### src/fpcvt_macros.svh
/*
 * Shared constants for the float conversion unit. Register addresses are byte
 * addresses on a 4-bit APB address bus; only word-aligned offsets are mapped.
 */

`ifndef FPCVT_MACROS_SVH
`define FPCVT_MACROS_SVH

// Exponent bias of IEEE-754 binary32
`define FPCVT_BIAS 127

// APB address width in bits
`define FPCVT_APB_AW 4

// ========================================
// Register map
// ========================================
`define FPCVT_ADDR_CTRL    4'h0
`define FPCVT_ADDR_OPERAND 4'h4
`define FPCVT_ADDR_RESULT  4'h8
`define FPCVT_ADDR_STATUS  4'hC

`endif

### src/fpcvt_pkg.sv
/*
 * Types shared by the conversion pipeline and the APB register block.
 * All valid bits are single-cycle pulses with no back-pressure.
 */

package fpcvt_pkg;

    // IEEE-754 binary32 word, sign in the top bit
    typedef struct packed {
        logic       sign;
        logic [7:0] exponent;
        logic [22:0] significand;
    } float_t;

    // One operand word, read as a float or as an integer depending on direction
    typedef union packed {
        float_t      as_float;
        logic [31:0] as_int;
    } operand_u;

    typedef enum logic {
        INT2FLOAT = 1'b0,
        FLOAT2INT = 1'b1
    } conversion_type_t;

    // Bits shifted out below the significand LSB
    typedef struct packed {
        logic guard;
        logic round;
        logic sticky;
    } round_bits_t;

    // Request from the register block into the converter
    typedef struct packed {
        operand_u         operand;
        conversion_type_t operation;
        logic             is_signed;
        logic             valid;
    } cvt_req_t;

    typedef struct packed {
        logic overflow;
        logic underflow;
        logic invalid;
        logic inexact;
    } cvt_flags_t;

    // Converter output, not yet rounded
    typedef struct packed {
        logic [31:0]      result;
        round_bits_t      round_bits;
        conversion_type_t operation;
        cvt_flags_t       flags;
        logic             valid;
    } cvt_stage_t;

    // Final response back to the register block
    typedef struct packed {
        logic [31:0] result;
        cvt_flags_t  flags;
        logic        valid;
    } cvt_rsp_t;

endpackage : fpcvt_pkg

### src/count_leading_zeros.sv
/*
 * Combinational leading-zero counter. When the operand is zero the count
 * output is 0 and is_all_zero_o is the only valid indication.
 */

`timescale 1ns/10ps

module count_leading_zeros #(
    parameter int WIDTH = 32
) (
    input  logic [WIDTH-1:0]         operand_i,
    output logic [$clog2(WIDTH)-1:0] lz_count_o,
    output logic                     is_all_zero_o
);

    localparam int CNT_W = $clog2(WIDTH);

    // Scan upward so that the highest set bit is the last one to assign
    // the count, which gives top-down priority
    always_comb begin
        lz_count_o = '0;
        for (int i = 0; i < WIDTH; i++) begin
            if (operand_i[i]) begin
                lz_count_o = CNT_W'(WIDTH - 1 - i);
            end
        end
    end

    assign is_all_zero_o = (operand_i == '0);

endmodule : count_leading_zeros

### src/float_converter.sv
/*
 * First pipeline stage. Float to integer truncates toward zero and saturates,
 * NaN gives all ones. Integer to float normalizes and leaves rounding to the
 * next stage. Denormal inputs are treated as zero.
 */

`timescale 1ns/10ps

`include "fpcvt_macros.svh"

module float_converter import fpcvt_pkg::*; (
    input  logic       clk_i,
    input  logic       rst_n_i,
    input  cvt_req_t   req_i,
    output cvt_stage_t stage_o
);

    localparam logic signed [8:0] BIAS      = 9'(`FPCVT_BIAS);
    localparam logic [31:0]       MAX_INT32  = 32'h7FFF_FFFF;
    localparam logic [31:0]       MIN_INT32  = 32'h8000_0000;
    localparam logic [31:0]       MAX_UINT32 = 32'hFFFF_FFFF;

    // ========================================
    // Float to integer, before the register
    // ========================================

    float_t            f2i_in;
    logic              hidden_bit;
    logic              is_nan;
    logic signed [8:0] unbiased_exp;
    logic [54:0]       f2i_shifted;

    assign f2i_in     = req_i.operand.as_float;
    assign hidden_bit = (f2i_in.exponent != 8'd0);
    assign is_nan     = (f2i_in.exponent == 8'hFF) && (f2i_in.significand != '0);

    // Nine bits hold -127 up to 128, so an all-ones exponent stays positive
    // and saturates like any other large value
    assign unbiased_exp = $signed({1'b0, f2i_in.exponent}) - BIAS;

    // Only shifts of 0 to 31 matter, larger exponents saturate after the register
    assign f2i_shifted = {31'b0, hidden_bit, f2i_in.significand} << unbiased_exp[4:0];

    // ========================================
    // Integer to float, before the register
    // ========================================

    logic [31:0] i2f_in;
    logic        i2f_sign;
    logic [31:0] i2f_mag;
    logic [4:0]  i2f_lz;
    logic        i2f_zero;

    assign i2f_in   = req_i.operand.as_int;
    assign i2f_sign = req_i.is_signed & i2f_in[31];
    // The most negative signed value negates to itself, which is still its magnitude
    assign i2f_mag  = i2f_sign ? -i2f_in : i2f_in;

    count_leading_zeros #(
        .WIDTH (32)
    ) u_clz (
        .operand_i     (i2f_mag),
        .lz_count_o    (i2f_lz),
        .is_all_zero_o (i2f_zero)
    );

    // Stage register
    logic [31:0]       f2i_mag_q;
    logic signed [8:0] f2i_exp_q;
    logic              f2i_sign_q;
    logic              f2i_nan_q;
    logic              signed_q;
    conversion_type_t  op_q;
    logic [31:0]       i2f_mag_q;
    logic [4:0]        i2f_lz_q;
    logic              i2f_zero_q;
    logic              i2f_sign_q;
    logic              valid_q;

    always_ff @(posedge clk_i) begin
        if (!rst_n_i) begin
            valid_q <= 1'b0;
        end else begin
            valid_q <= req_i.valid;
        end
    end

    always_ff @(posedge clk_i) begin
        if (req_i.valid) begin
            f2i_mag_q  <= f2i_shifted[54:23];
            f2i_exp_q  <= unbiased_exp;
            f2i_sign_q <= f2i_in.sign;
            f2i_nan_q  <= is_nan;
            signed_q   <= req_i.is_signed;
            op_q       <= req_i.operation;
            i2f_mag_q  <= i2f_mag;
            i2f_lz_q   <= i2f_lz;
            i2f_zero_q <= i2f_zero;
            i2f_sign_q <= i2f_sign;
        end
    end

    // Saturation after the register
    logic [31:0] f2i_result;
    cvt_flags_t  f2i_flags;

    always_comb begin
        f2i_result = '0;
        f2i_flags  = '0;
        if (f2i_nan_q) begin
            f2i_result        = MAX_UINT32;
            f2i_flags.invalid = 1'b1;
        end else if (signed_q) begin
            // Magnitude of 2^31 or more does not fit a signed result
            if (f2i_exp_q >= 9'sd31) begin
                f2i_result          = f2i_sign_q ? MIN_INT32 : MAX_INT32;
                f2i_flags.underflow = f2i_sign_q;
                f2i_flags.overflow  = !f2i_sign_q;
            end else if (f2i_exp_q >= 9'sd0) begin
                f2i_result = f2i_sign_q ? -f2i_mag_q : f2i_mag_q;
            end
        end else begin
            // Negative values clamp to 0 and flag only past 2^32
            if (f2i_exp_q >= 9'sd32) begin
                f2i_result          = f2i_sign_q ? 32'd0 : MAX_UINT32;
                f2i_flags.underflow = f2i_sign_q;
                f2i_flags.overflow  = !f2i_sign_q;
            end else if (f2i_exp_q >= 9'sd0) begin
                f2i_result = f2i_sign_q ? 32'd0 : f2i_mag_q;
            end
        end
    end

    // Normalize so that the leading one lands on bit 31 and drops out as the hidden bit
    logic [31:0] i2f_norm;
    logic [7:0]  i2f_exp;
    float_t      i2f_float;
    round_bits_t i2f_round;

    assign i2f_norm = i2f_mag_q << i2f_lz_q;
    assign i2f_exp  = i2f_zero_q ? 8'd0 : (8'(`FPCVT_BIAS + 31) - {3'b0, i2f_lz_q});

    always_comb begin
        i2f_float.sign        = i2f_sign_q & !i2f_zero_q;
        i2f_float.exponent    = i2f_exp;
        i2f_float.significand = i2f_norm[30:8];
        i2f_round.guard       = i2f_norm[7];
        i2f_round.round       = i2f_norm[6];
        i2f_round.sticky      = |i2f_norm[5:0];
    end

    always_comb begin
        stage_o.valid     = valid_q;
        stage_o.operation = op_q;
        if (op_q == FLOAT2INT) begin
            stage_o.result     = f2i_result;
            stage_o.round_bits = '0;
            stage_o.flags      = f2i_flags;
        end else begin
            stage_o.result     = i2f_float;
            stage_o.round_bits = i2f_round;
            stage_o.flags      = '0;
        end
    end

    // The rounder and the register block both rely on a clean valid pulse
    a_stage_valid_known : assert property (
        @(posedge clk_i) disable iff (!rst_n_i) !$isunknown(stage_o.valid)
    ) else $error("Converter stage valid is unknown");

endmodule : float_converter

### src/float_rounder.sv
/*
 * Second pipeline stage. Only round to nearest, ties to even is supported.
 * Integer inputs never reach the top exponent, so the carry cannot overflow.
 */

`timescale 1ns/10ps

module float_rounder import fpcvt_pkg::*; (
    input  logic       clk_i,
    input  logic       rst_n_i,
    input  cvt_stage_t stage_i,
    output cvt_rsp_t   rsp_o
);

    logic        round_up;
    logic [30:0] rounded_mag;
    logic [31:0] result;
    cvt_flags_t  flags;

    // Round up above the halfway point, or exactly at it when the LSB is odd
    assign round_up = stage_i.round_bits.guard &
                      (stage_i.round_bits.round | stage_i.round_bits.sticky |
                       stage_i.result[0]);

    // Exponent and significand are added as one field, so a significand
    // carry bumps the exponent
    assign rounded_mag = stage_i.result[30:0] + 31'(round_up);

    always_comb begin
        result = stage_i.result;
        flags  = stage_i.flags;
        if (stage_i.operation == INT2FLOAT) begin
            result        = {stage_i.result[31], rounded_mag};
            flags.inexact = |stage_i.round_bits;
        end
    end

    // Output register
    logic [31:0] result_q;
    cvt_flags_t  flags_q;
    logic        valid_q;

    always_ff @(posedge clk_i) begin
        if (!rst_n_i) begin
            valid_q <= 1'b0;
        end else begin
            valid_q <= stage_i.valid;
        end
    end

    always_ff @(posedge clk_i) begin
        if (stage_i.valid) begin
            result_q <= result;
            flags_q  <= flags;
        end
    end

    assign rsp_o = '{result: result_q, flags: flags_q, valid: valid_q};

    // Truncating conversions are never reported as inexact
    a_no_inexact_f2i : assert property (
        @(posedge clk_i) disable iff (!rst_n_i)
        (stage_i.valid && stage_i.operation == FLOAT2INT) |=> !rsp_o.flags.inexact
    ) else $error("Inexact raised on a float to integer conversion");

endmodule : float_rounder

### src/fpcvt_apb_regs.sv
/*
 * APB slave with zero wait states. Only one conversion is in flight; a write
 * to OPERAND while busy returns pslverr and is dropped. Writes to RESULT and
 * STATUS are ignored without error.
 */

`timescale 1ns/10ps

`include "fpcvt_macros.svh"

module fpcvt_apb_regs import fpcvt_pkg::*; (
    input  logic                     clk_i,
    input  logic                     rst_n_i,
    input  logic                     psel_i,
    input  logic                     penable_i,
    input  logic                     pwrite_i,
    input  logic [`FPCVT_APB_AW-1:0] paddr_i,
    input  logic [31:0]              pwdata_i,
    output logic [31:0]              prdata_o,
    output logic                     pready_o,
    output logic                     pslverr_o,
    output cvt_req_t                 req_o,
    input  cvt_rsp_t                 rsp_i
);

    logic             pslverr_q;
    logic             busy_q;
    logic             done_q;
    logic             launch_q;
    conversion_type_t ctrl_op_q;
    logic             ctrl_signed_q;
    logic [31:0]      operand_q;
    logic [31:0]      result_q;
    cvt_flags_t       flags_q;

    // ========================================
    // Access decode
    // ========================================

    logic setup_phase;
    logic access_phase;
    logic addr_mapped;
    logic operand_busy;
    logic launch;
    logic ctrl_wr;

    assign setup_phase  = psel_i & !penable_i;
    assign access_phase = psel_i & penable_i;

    assign addr_mapped = (paddr_i == `FPCVT_ADDR_CTRL)   ||
                         (paddr_i == `FPCVT_ADDR_OPERAND) ||
                         (paddr_i == `FPCVT_ADDR_RESULT)  ||
                         (paddr_i == `FPCVT_ADDR_STATUS);

    // A response arriving in the setup cycle frees the unit before the access edge
    assign operand_busy = pwrite_i & (paddr_i == `FPCVT_ADDR_OPERAND) &
                          busy_q & !rsp_i.valid;

    // The error flag registered in setup guards the write in the access phase
    assign launch  = access_phase & pwrite_i & (paddr_i == `FPCVT_ADDR_OPERAND) & !pslverr_q;
    assign ctrl_wr = access_phase & pwrite_i & (paddr_i == `FPCVT_ADDR_CTRL);

    // ========================================
    // Registers
    // ========================================

    always_ff @(posedge clk_i) begin
        if (!rst_n_i) begin
            pslverr_q     <= 1'b0;
            busy_q        <= 1'b0;
            done_q        <= 1'b0;
            launch_q      <= 1'b0;
            ctrl_op_q     <= INT2FLOAT;
            ctrl_signed_q <= 1'b0;
            result_q      <= '0;
            flags_q       <= '0;
        end else begin
            // Error is only ever visible during the access phase
            pslverr_q <= setup_phase & (!addr_mapped | operand_busy);
            launch_q  <= launch;
            if (ctrl_wr) begin
                ctrl_op_q     <= conversion_type_t'(pwdata_i[0]);
                ctrl_signed_q <= pwdata_i[1];
            end
            if (launch) begin
                busy_q  <= 1'b1;
                done_q  <= 1'b0;
                flags_q <= '0;
            end else if (rsp_i.valid) begin
                busy_q   <= 1'b0;
                done_q   <= 1'b1;
                result_q <= rsp_i.result;
                flags_q  <= rsp_i.flags;
            end
        end
    end

    always_ff @(posedge clk_i) begin
        if (launch) begin
            operand_q <= pwdata_i;
        end
    end

    // CTRL cannot change within one cycle of a launch, so it is read live here
    always_comb begin
        req_o.operand.as_int = operand_q;
        req_o.operation      = ctrl_op_q;
        req_o.is_signed      = ctrl_signed_q;
        req_o.valid          = launch_q;
    end

    // Read mux
    always_comb begin
        prdata_o = '0;
        if (access_phase && !pwrite_i) begin
            case (paddr_i)
                `FPCVT_ADDR_CTRL:    prdata_o = {30'b0, ctrl_signed_q, ctrl_op_q};
                `FPCVT_ADDR_OPERAND: prdata_o = operand_q;
                `FPCVT_ADDR_RESULT:  prdata_o = result_q;
                `FPCVT_ADDR_STATUS:  prdata_o = {26'b0, flags_q.inexact, flags_q.invalid,
                                                 flags_q.underflow, flags_q.overflow,
                                                 busy_q, done_q};
                default:             prdata_o = '0;
            endcase
        end
    end

    assign pready_o  = 1'b1;
    assign pslverr_o = pslverr_q;

    // Responses only come back for a conversion that was launched
    a_rsp_while_busy : assert property (
        @(posedge clk_i) disable iff (!rst_n_i) rsp_i.valid |-> busy_q
    ) else $error("Conversion response without a pending request");

    // The two pipeline stages return a response exactly three cycles after launch
    a_rsp_latency : assert property (
        @(posedge clk_i) disable iff (!rst_n_i) launch |-> ##3 rsp_i.valid
    ) else $error("Conversion response missing three cycles after launch");

endmodule : fpcvt_apb_regs

### src/fpcvt_top.sv
/*
 * Float conversion unit behind an APB slave. Poll STATUS.done, which rises
 * three cycles after the OPERAND write that launched the conversion.
 */

`timescale 1ns/10ps

`include "fpcvt_macros.svh"

module fpcvt_top import fpcvt_pkg::*; (
    input  logic                     clk_i,
    input  logic                     rst_n_i,
    input  logic                     psel_i,
    input  logic                     penable_i,
    input  logic                     pwrite_i,
    input  logic [`FPCVT_APB_AW-1:0] paddr_i,
    input  logic [31:0]              pwdata_i,
    output logic [31:0]              prdata_o,
    output logic                     pready_o,
    output logic                     pslverr_o
);

    cvt_req_t   req;
    cvt_stage_t stage;
    cvt_rsp_t   rsp;

    // Register block launches requests and captures responses
    fpcvt_apb_regs u_regs (
        .clk_i     (clk_i),
        .rst_n_i   (rst_n_i),
        .psel_i    (psel_i),
        .penable_i (penable_i),
        .pwrite_i  (pwrite_i),
        .paddr_i   (paddr_i),
        .pwdata_i  (pwdata_i),
        .prdata_o  (prdata_o),
        .pready_o  (pready_o),
        .pslverr_o (pslverr_o),
        .req_o     (req),
        .rsp_i     (rsp)
    );

    float_converter u_converter (
        .clk_i   (clk_i),
        .rst_n_i (rst_n_i),
        .req_i   (req),
        .stage_o (stage)
    );

    float_rounder u_rounder (
        .clk_i   (clk_i),
        .rst_n_i (rst_n_i),
        .stage_i (stage),
        .rsp_o   (rsp)
    );

endmodule : fpcvt_top

### config.mk
export PLATFORM = sky130hd
export DESIGN_NAME = fpcvt_top
export DESIGN_NICKNAME = d
export VERILOG_FILES = /design/src/fpcvt_pkg.sv /design/src/count_leading_zeros.sv /design/src/float_converter.sv /design/src/float_rounder.sv /design/src/fpcvt_apb_regs.sv /design/src/fpcvt_top.sv
export VERILOG_INCLUDE_DIRS = /design/src
export SDC_FILE = /design/constraint.sdc
export NUM_CORES = 1
export LEC_CHECK = 0
export ABC_AREA = 0
export BUFFER_PORTS_ARGS = -buffer_cell sky130_fd_sc_hd__buf_2
export CORE_MARGIN = 3
export CORE_UTILIZATION = 33
export CTS_CLUSTER_SIZE = 28
export DETAILED_ROUTE_END_ITERATION = 6
export PLACE_DENSITY_LB_ADDON = 0.25
export SETUP_SLACK_MARGIN = 0.15
export SLEW_MARGIN = 0
export SYNTH_ARGS = -nofsm -noshare
export SYNTH_HDL_FRONTEND = slang
export SYNTH_SLANG_ARGS = --single-unit
### constraint.sdc
create_clock -name clk_i -period 5.35 [get_ports clk_i]
set_input_delay 0.535 -clock clk_i [delete_from_list [all_inputs] [get_ports clk_i]]
set_output_delay 0.535 -clock clk_i [all_outputs]
set_load 0.02 [all_outputs]
======== Word-level counts from Yosys, hierarchy flattened ========
Cells that the tools add are included.
storage, ports and cells
  register bits after elaboration ......... 196
  input bits .............................. 41
  output and inout bits ................... 34
  logic and storage cells ................. 145
operators by class
  add/subtract/negate cells ............... 5
  order comparisons ....................... 3
  equality and inequality tests ........... 4
  shift operators ......................... 2
  multiplexer cells ....................... 53
  bitwise logic cells ..................... 19
  reductions and logical operators ........ 26
operators by type and width
  kind                   count
  $mux W32               12
  $pmux W32 S4           1
  $mux W5                16
  $neg A32 Y32           2
  $shl A24 B5 Y55        1
  $mux W35               1
  $logic_not A32 Y1      1
  $mux W4                8
  $shl A32 B5 Y31        1
  $add A31 B1 Y31        1
  $mux W31               1
  $reduce_bool A23 Y1    1
  $reduce_or A16 Y1      1
  $and A1 B1 Y1          13
  $mux W3                4
  $mux W2                5
  $ge A9 B1 Y1 const B   1
  $ge A9 B6 Y1 const B   1
  $ge A9 B7 Y1 const B   1
  $sub A8 B7 Y9 const B  1
  $eq A4 B4 Y1 const B   2
  $eq A8 B8 Y1 const B   1
  $mux W8                1
  $reduce_bool A8 Y1     1
  other kinds (16)       34

======== Longest topological paths before layout ========
  word-level depth ........................ 33
  depth in mapped cells ................... 16
  mapped depth without buffers ............ 12

======== By module ========
From an unflattened synthesis, not the netlist that was laid out.
unflattened totals
  cell total of the unflattened synthesis .. 1399
  area total of the unflattened synthesis .. 13937.1 um^2
by module, submodules not included
  module               instances  cells each  area each (um^2)  seq. area each (um^2)
  float_converter      1          887         8393.0            2512.4
  fpcvt_apb_regs       1          305         3231.8            1801.7
  float_rounder        1          138         1931.9            1101.1
  count_leading_zeros  1          69          380.4             0.0

======== Worst setup path before layout ========
OpenSTA, ideal clock, no wires.
  path type ............................... input to register
  from .................................... input paddr_i[2]
  to ...................................... register u_regs.result_q[22]
  library setup time ...................... 0.076 ns
  data arrival time ....................... 5.199 ns
  path slack .............................. 0.075 ns
  stages .................................. 9
  buffers on the path ..................... 2
  cell sequence ........................... clkbuf_1 nor2b_1 nor3b_1 nand2_1 nor3_1 nand2b_1 buf_1 nand2_1 a21boi_0
between the ends
  cells in the longest elaborated chain, start to end .. 5
ends and longest elaborated chain
  what                                line                  source
  from (decl)                         fpcvt_top.sv:16       input logic [`FPCVT_APB_AW-1:0] paddr_i,
  $eq A4 B3 Y1 (no source line)       -
  $and A1 B1 Y1 (2 in series)         fpcvt_apb_regs.sv:60  assign launch = access_phase & pwrite_i & (paddr_i == `FPCVT_ADDR_OPERAND) & !pslverr_q;
  via u_regs.launch                   fpcvt_apb_regs.sv:44  logic launch;
  $not A1 Y1 (no source line)         -
  $reduce_and A2 Y1 (no source line)  -
  to (signal assigned)                fpcvt_apb_regs.sv:92  result_q <= rsp_i.result;
  to (decl)                           fpcvt_apb_regs.sv:33  logic [31:0] result_q;
The timed path passes the listed nets, and every way through them passes these cells.
A chain may end at the register's enable or synchronous reset.

======== Worst setup path after layout ========
  from .................................... register u_converter.f2i_exp_q[5]
  to ...................................... register u_rounder.result_q[24] (data pin)
between the ends
  cells in the longest elaborated chain, start to end .. 10
  elaborated cells between the ends (all ways) .. 14
ends and longest elaborated chain
  what                         line                                            source
  from (decl)                  float_converter.sv:69                           logic signed [8:0] f2i_exp_q;
  from (signal assigned)       float_converter.sv:91                           f2i_exp_q <= unbiased_exp;
  $ge A9 B1 Y1                 float_converter.sv:119, float_converter.sv:128
  $mux W32 (on tied branches)  float_converter.sv:128, float_converter.sv:119
  $mux W32 (on tied branches)  float_converter.sv:124, float_converter.sv:115
  $mux W32 (*)                 float_converter.sv:113                          end else if (signed_q) begin
  $mux W32 (*)                 float_converter.sv:110                          if (f2i_nan_q) begin
  $mux W35 (*)                 float_converter.sv:155                          if (op_q == FLOAT2INT) begin
  $or A1 B1 Y1                 float_rounder.sv:22                             (stage_i.round_bits.round | stage_i.round_bits.sticky |
  $and A1 B1 Y1                float_rounder.sv:21                             assign round_up = stage_i.round_bits.guard &
  $add A31 B1 Y31              float_rounder.sv:27                             assign rounded_mag = stage_i.result[30:0] + 31'(round_up);
  $mux W31 (*)                 float_rounder.sv:32                             if (stage_i.operation == INT2FLOAT) begin
  via u_rounder.result[24]     float_rounder.sv:17                             logic [31:0] result;
  to (signal assigned)         float_rounder.sv:53                             result_q <= result;
  to (decl)                    float_rounder.sv:39                             logic [31:0] result_q;
The timed path passes the listed nets; every way through them passes the cells marked *.

==> impl_metrics.toml <==
[flow_run]
cap_violations = 0

[worst_setup_path]
r2r_slack_ns = 1.62
crit_family = "simple AND/OR/NAND/NOR gates"
critPathKind = "flop to flop"
cp_data_arrival_time_ns = 3.92
cp_num_cells = 11
worst_path_max_delay_cell = "a21boi_1"
startpoint_type = "flop"
max_stage_delay_ns = 0.75
end_kind = "flop"
critPathRequiredTime_ns = 5.53
crit_chain = "or3_1 -> a31o_2 -> a21boi_1 -> buf_4 -> a31oi_1 -> ha_1 -> and4_1 -> and2_1 -> nand3_1 -> nor3_1 -> xor2_1"
path_buf_inv = 1
cp_max_fo = 9
r2r_cells = 11

[place]
place.gp.congestion = 0.934
dp_cells = 1921
dp_hpwl_mm = 35.3
port_buffers = 73

[synth]
ys_warn_count = 0
yosys.area.top_type_share_pct = 33.9
synth_cell_type_count = 85
synth.avg_cell_area_um2 = 9.64
syn_nets = 1435
netlist_instances = 1386
synth_top_area_cell = "edfxtp_1"
ys.flop_type = "edfxtp_1"
synth_seq_cells = 195
synthArstFlopShare_pct = 0
yosys-top-cells-area = "edfxtp_1 34%, mux4_2 8.3%, dfxtp_1 6.6%"
yosysSeqAreaShare_pct = 40.5
synth_edf_count = 151
syn-cell-area_mm2 = 0.0134

[power_and_ir_drop]
cell_internal_pwr_mw = 2.32
seq_power_share_pct = 54.1
p_comb_share_pct = 2.5
swShare_pct = 22.5
p_clk_share_pct = 43.3
switchingPower_uw = 673
power.density_mw_per_mm2 = 201
p_leak_nw = 5.08
ir_drop_v = 0.000209

[global_routing]
grt_pass1_vias = 10600
grt_pass1_wl_mm = 68.8
overflow = 0
antenna_found_initial = 2
track_usage_pct = 20.8
grt_max_degree = 85

[min_path]
hold_path.class = "input port to flop"
holdPathStages = 1

[cts]
cts_made_buffers = 17
cts_tree = "done"
ctsHoldBuffers = 0
cts.sinks = 195
clk_latency_ns = 0.45
cts_setup_buffers = 0
clk_pin_slew_ns = 0.08
root_buffer = "clkbuf_16"
h-tree-depth = 4
postCtsResizedCells = 0
clockBufferDepth = 2

[timing]
worstMarginPinSlew_ns = 1.24
fin_crit_ns = 3.73
slew_viol_final = 0
finalHoldViolCount = 0
rsz0062_at_grt = "false"
post-route-period-util_pct = 69.8
tns_ns = 0
fmax_ghz = 0.268
setup_violations = 0
relSlewSlack_pct = 17.4
skew_ns = 0.0114

[layout]
synthToLayoutAreaGrowth_pct = 11.4
layout-drive-gt1-share_pct = 16.7
stdcell_count = 1953
nets = 1464
antenna_cells = 0

[die]
placeableCoreArea_mm2 = 0.0398
start_util_pct = 33.6
ioPinCount = 75
die_y_um = 207
placementRows = 73
dieWidth_um = 207
die-area_mm2 = 0.0429

[route]
drcViolationCount = 0
dr.pass1.iters = 6
wl_per_cell_um = 23.6
via_per_inst = 5.89
ant_nets = 0
drtIter0Drc = 1441
routed_wl_mm = 46.2
dr_total_vias = 11500

[run_status]
run_status = "complete, no violations"
## kinds of logic after synthesis
family	Yosys count	share of synthesized area, %
simple gates	506	18.1
xor+xnor	64	4.20
other cells	1	0.0281
compound gates	352	18.3
flops	195	40.5
fa+ha+maj	8	0.749
mux	121	13.8
buf+inv	139	4.27
## stage by stage
step           instance area (µm²)  setup slack (ns)  utilization, %  hold slack (ns)  power, mW
6_report                     14900              1.62            37.4            0.254       2.99
5_1_grt                      14900              1.36            37.4            0.232       3.08
4_1_cts                      14900              1.66            37.4            0.231       3.01
3_5_place_dp                 14300              1.67            35.9            0.459       1.73
3_3_place_gp                 14300              1.63            35.9            0.455       1.73
2_1_floorplan                13400              1.14               -            0.425       1.70
## synth_stat cells (8+ instances only)
cell / instances
a21boi_0: 34
o31ai_1: 12
or3_1: 12
clkbuf_1: 77
and3_1: 10
o21ai_0: 56
nor2_1: 114
xnor2_1: 36
nor3_1: 38
o41ai_1: 8
nand3_1: 32
and2_1: 12
inv_1: 33
o22ai_1: 16
o211ai_1: 10
a211oi_1: 15
mux2_2: 15
xor2_1: 28
nor4_1: 10
buf_1: 10
mux4_2: 49
a21oi_1: 58
nand2b_1: 19
edfxtp_1: 151
a31oi_1: 21
mux2i_1: 57
nand2_1: 181
o21a_1: 10
a22oi_1: 31
buf_2: 8
nor2b_1: 28
nand4_1: 8
dfxtp_1: 44
or2_2: 9
ha_1: 8
## sequential cells by signal, summed over array words and instances (netlist names), 4 cells and up
register               flops
u_converter.f2i_mag_q     32
u_regs.operand_q          32
u_regs.result_q           32
u_rounder.result_q        32
u_converter.i2f_mag_q     31
u_converter.f2i_exp_q      9
u_converter.i2f_lz_q       5
u_regs.flags_q             4
u_rounder.rsp_o            4
## per-layer routing
metal | routed length (µm) | vias up | track usage (%) | part of all wire (%)
met1 | 20400 | 5593 | 29.5 | 44
met2 | 20600 | 521 | 31.4 | 45
li1 | - | 5284 | - | -
met4 | 2230 | 2 | 9.48 | 4.8
met3 | 2940 | 105 | 3.25 | 6.4
met5 | 14 | - | 0 | 0.030
## power groups by stage
| stage | clock network (mW) | logic [mW] | registers [mW] |
|---|---|---|---|
| 2_1_floorplan | 0 | 0.0432 | 1.65 |
| 3_3_place_gp | 0 | 0.0759 | 1.65 |
| 3_5_place_dp | 0 | 0.0755 | 1.65 |
| 4_1_cts | 1.32 | 0.0756 | 1.62 |
| 5_1_grt | 1.38 | 0.0824 | 1.62 |
| 6_report | 1.30 | 0.0761 | 1.62 |
## area by class of cell
class,instances,area (µm²)
Sequential cell,195,5420
Inverter,37,139
Fill cell,4058,24900
Clock buffer,21,482
Tap cell,525,657
Timing Repair Buffer,112,671
Multi-Input combinational cell,1052,7420
Clock inverter,11,104
## path summary, 6_finish.rpt
kind | end | startpoint
worst max-delay path | u_rounder.result_q[24]$_DFFE_PP_ | u_converter.f2i_exp_q[5]$_DFFE_PP_
worst min register to register | u_regs.result_q[25]$_SDFFE_PN0P_ | u_regs.result_q[25]$_SDFFE_PN0P_
worst min-delay path | u_regs.operand_q[14]$_DFFE_PP_ | pwdata_i[14]
worst max register to register | u_rounder.result_q[24]$_DFFE_PP_ | u_converter.f2i_exp_q[5]$_DFFE_PP_
## placed cells by master, fill, tap and decap left out, types with 8 or more instances in the layout
master / Yosys / layout
xnor2_1: 36 / 36
buf_2: 8 / 73
inv_1: 33 / 33
buf_4: 2 / 38
o22ai_1: 16 / 16
mux2i_1: 57 / 57
nor4_1: 10 / 10
a21boi_0: 34 / 34
edfxtp_1: 151 / 151
dfxtp_1: 44 / 43
nor2_1: 114 / 114
xor2_1: 28 / 26
or3_1: 12 / 12
nor2b_1: 28 / 27
o31ai_1: 12 / 12
nor3_1: 38 / 37
o21a_1: 10 / 10
and3_1: 10 / 10
a31oi_1: 21 / 21
o21ai_0: 56 / 56
mux4_2: 49 / 49
or2_2: 9 / 9
mux2_2: 15 / 15
clkbuf_16: 0 / 18
ha_1: 8 / 8
a21oi_1: 58 / 58
nand2b_1: 19 / 19
a22oi_1: 31 / 31
and2_1: 12 / 12
nand3_1: 32 / 32
a211oi_1: 15 / 15
o211ai_1: 10 / 10
nand4_1: 8 / 8
nand2_1: 181 / 181
o41ai_1: 8 / 8
No activity file was read; power rests on OpenSTA's default activity.
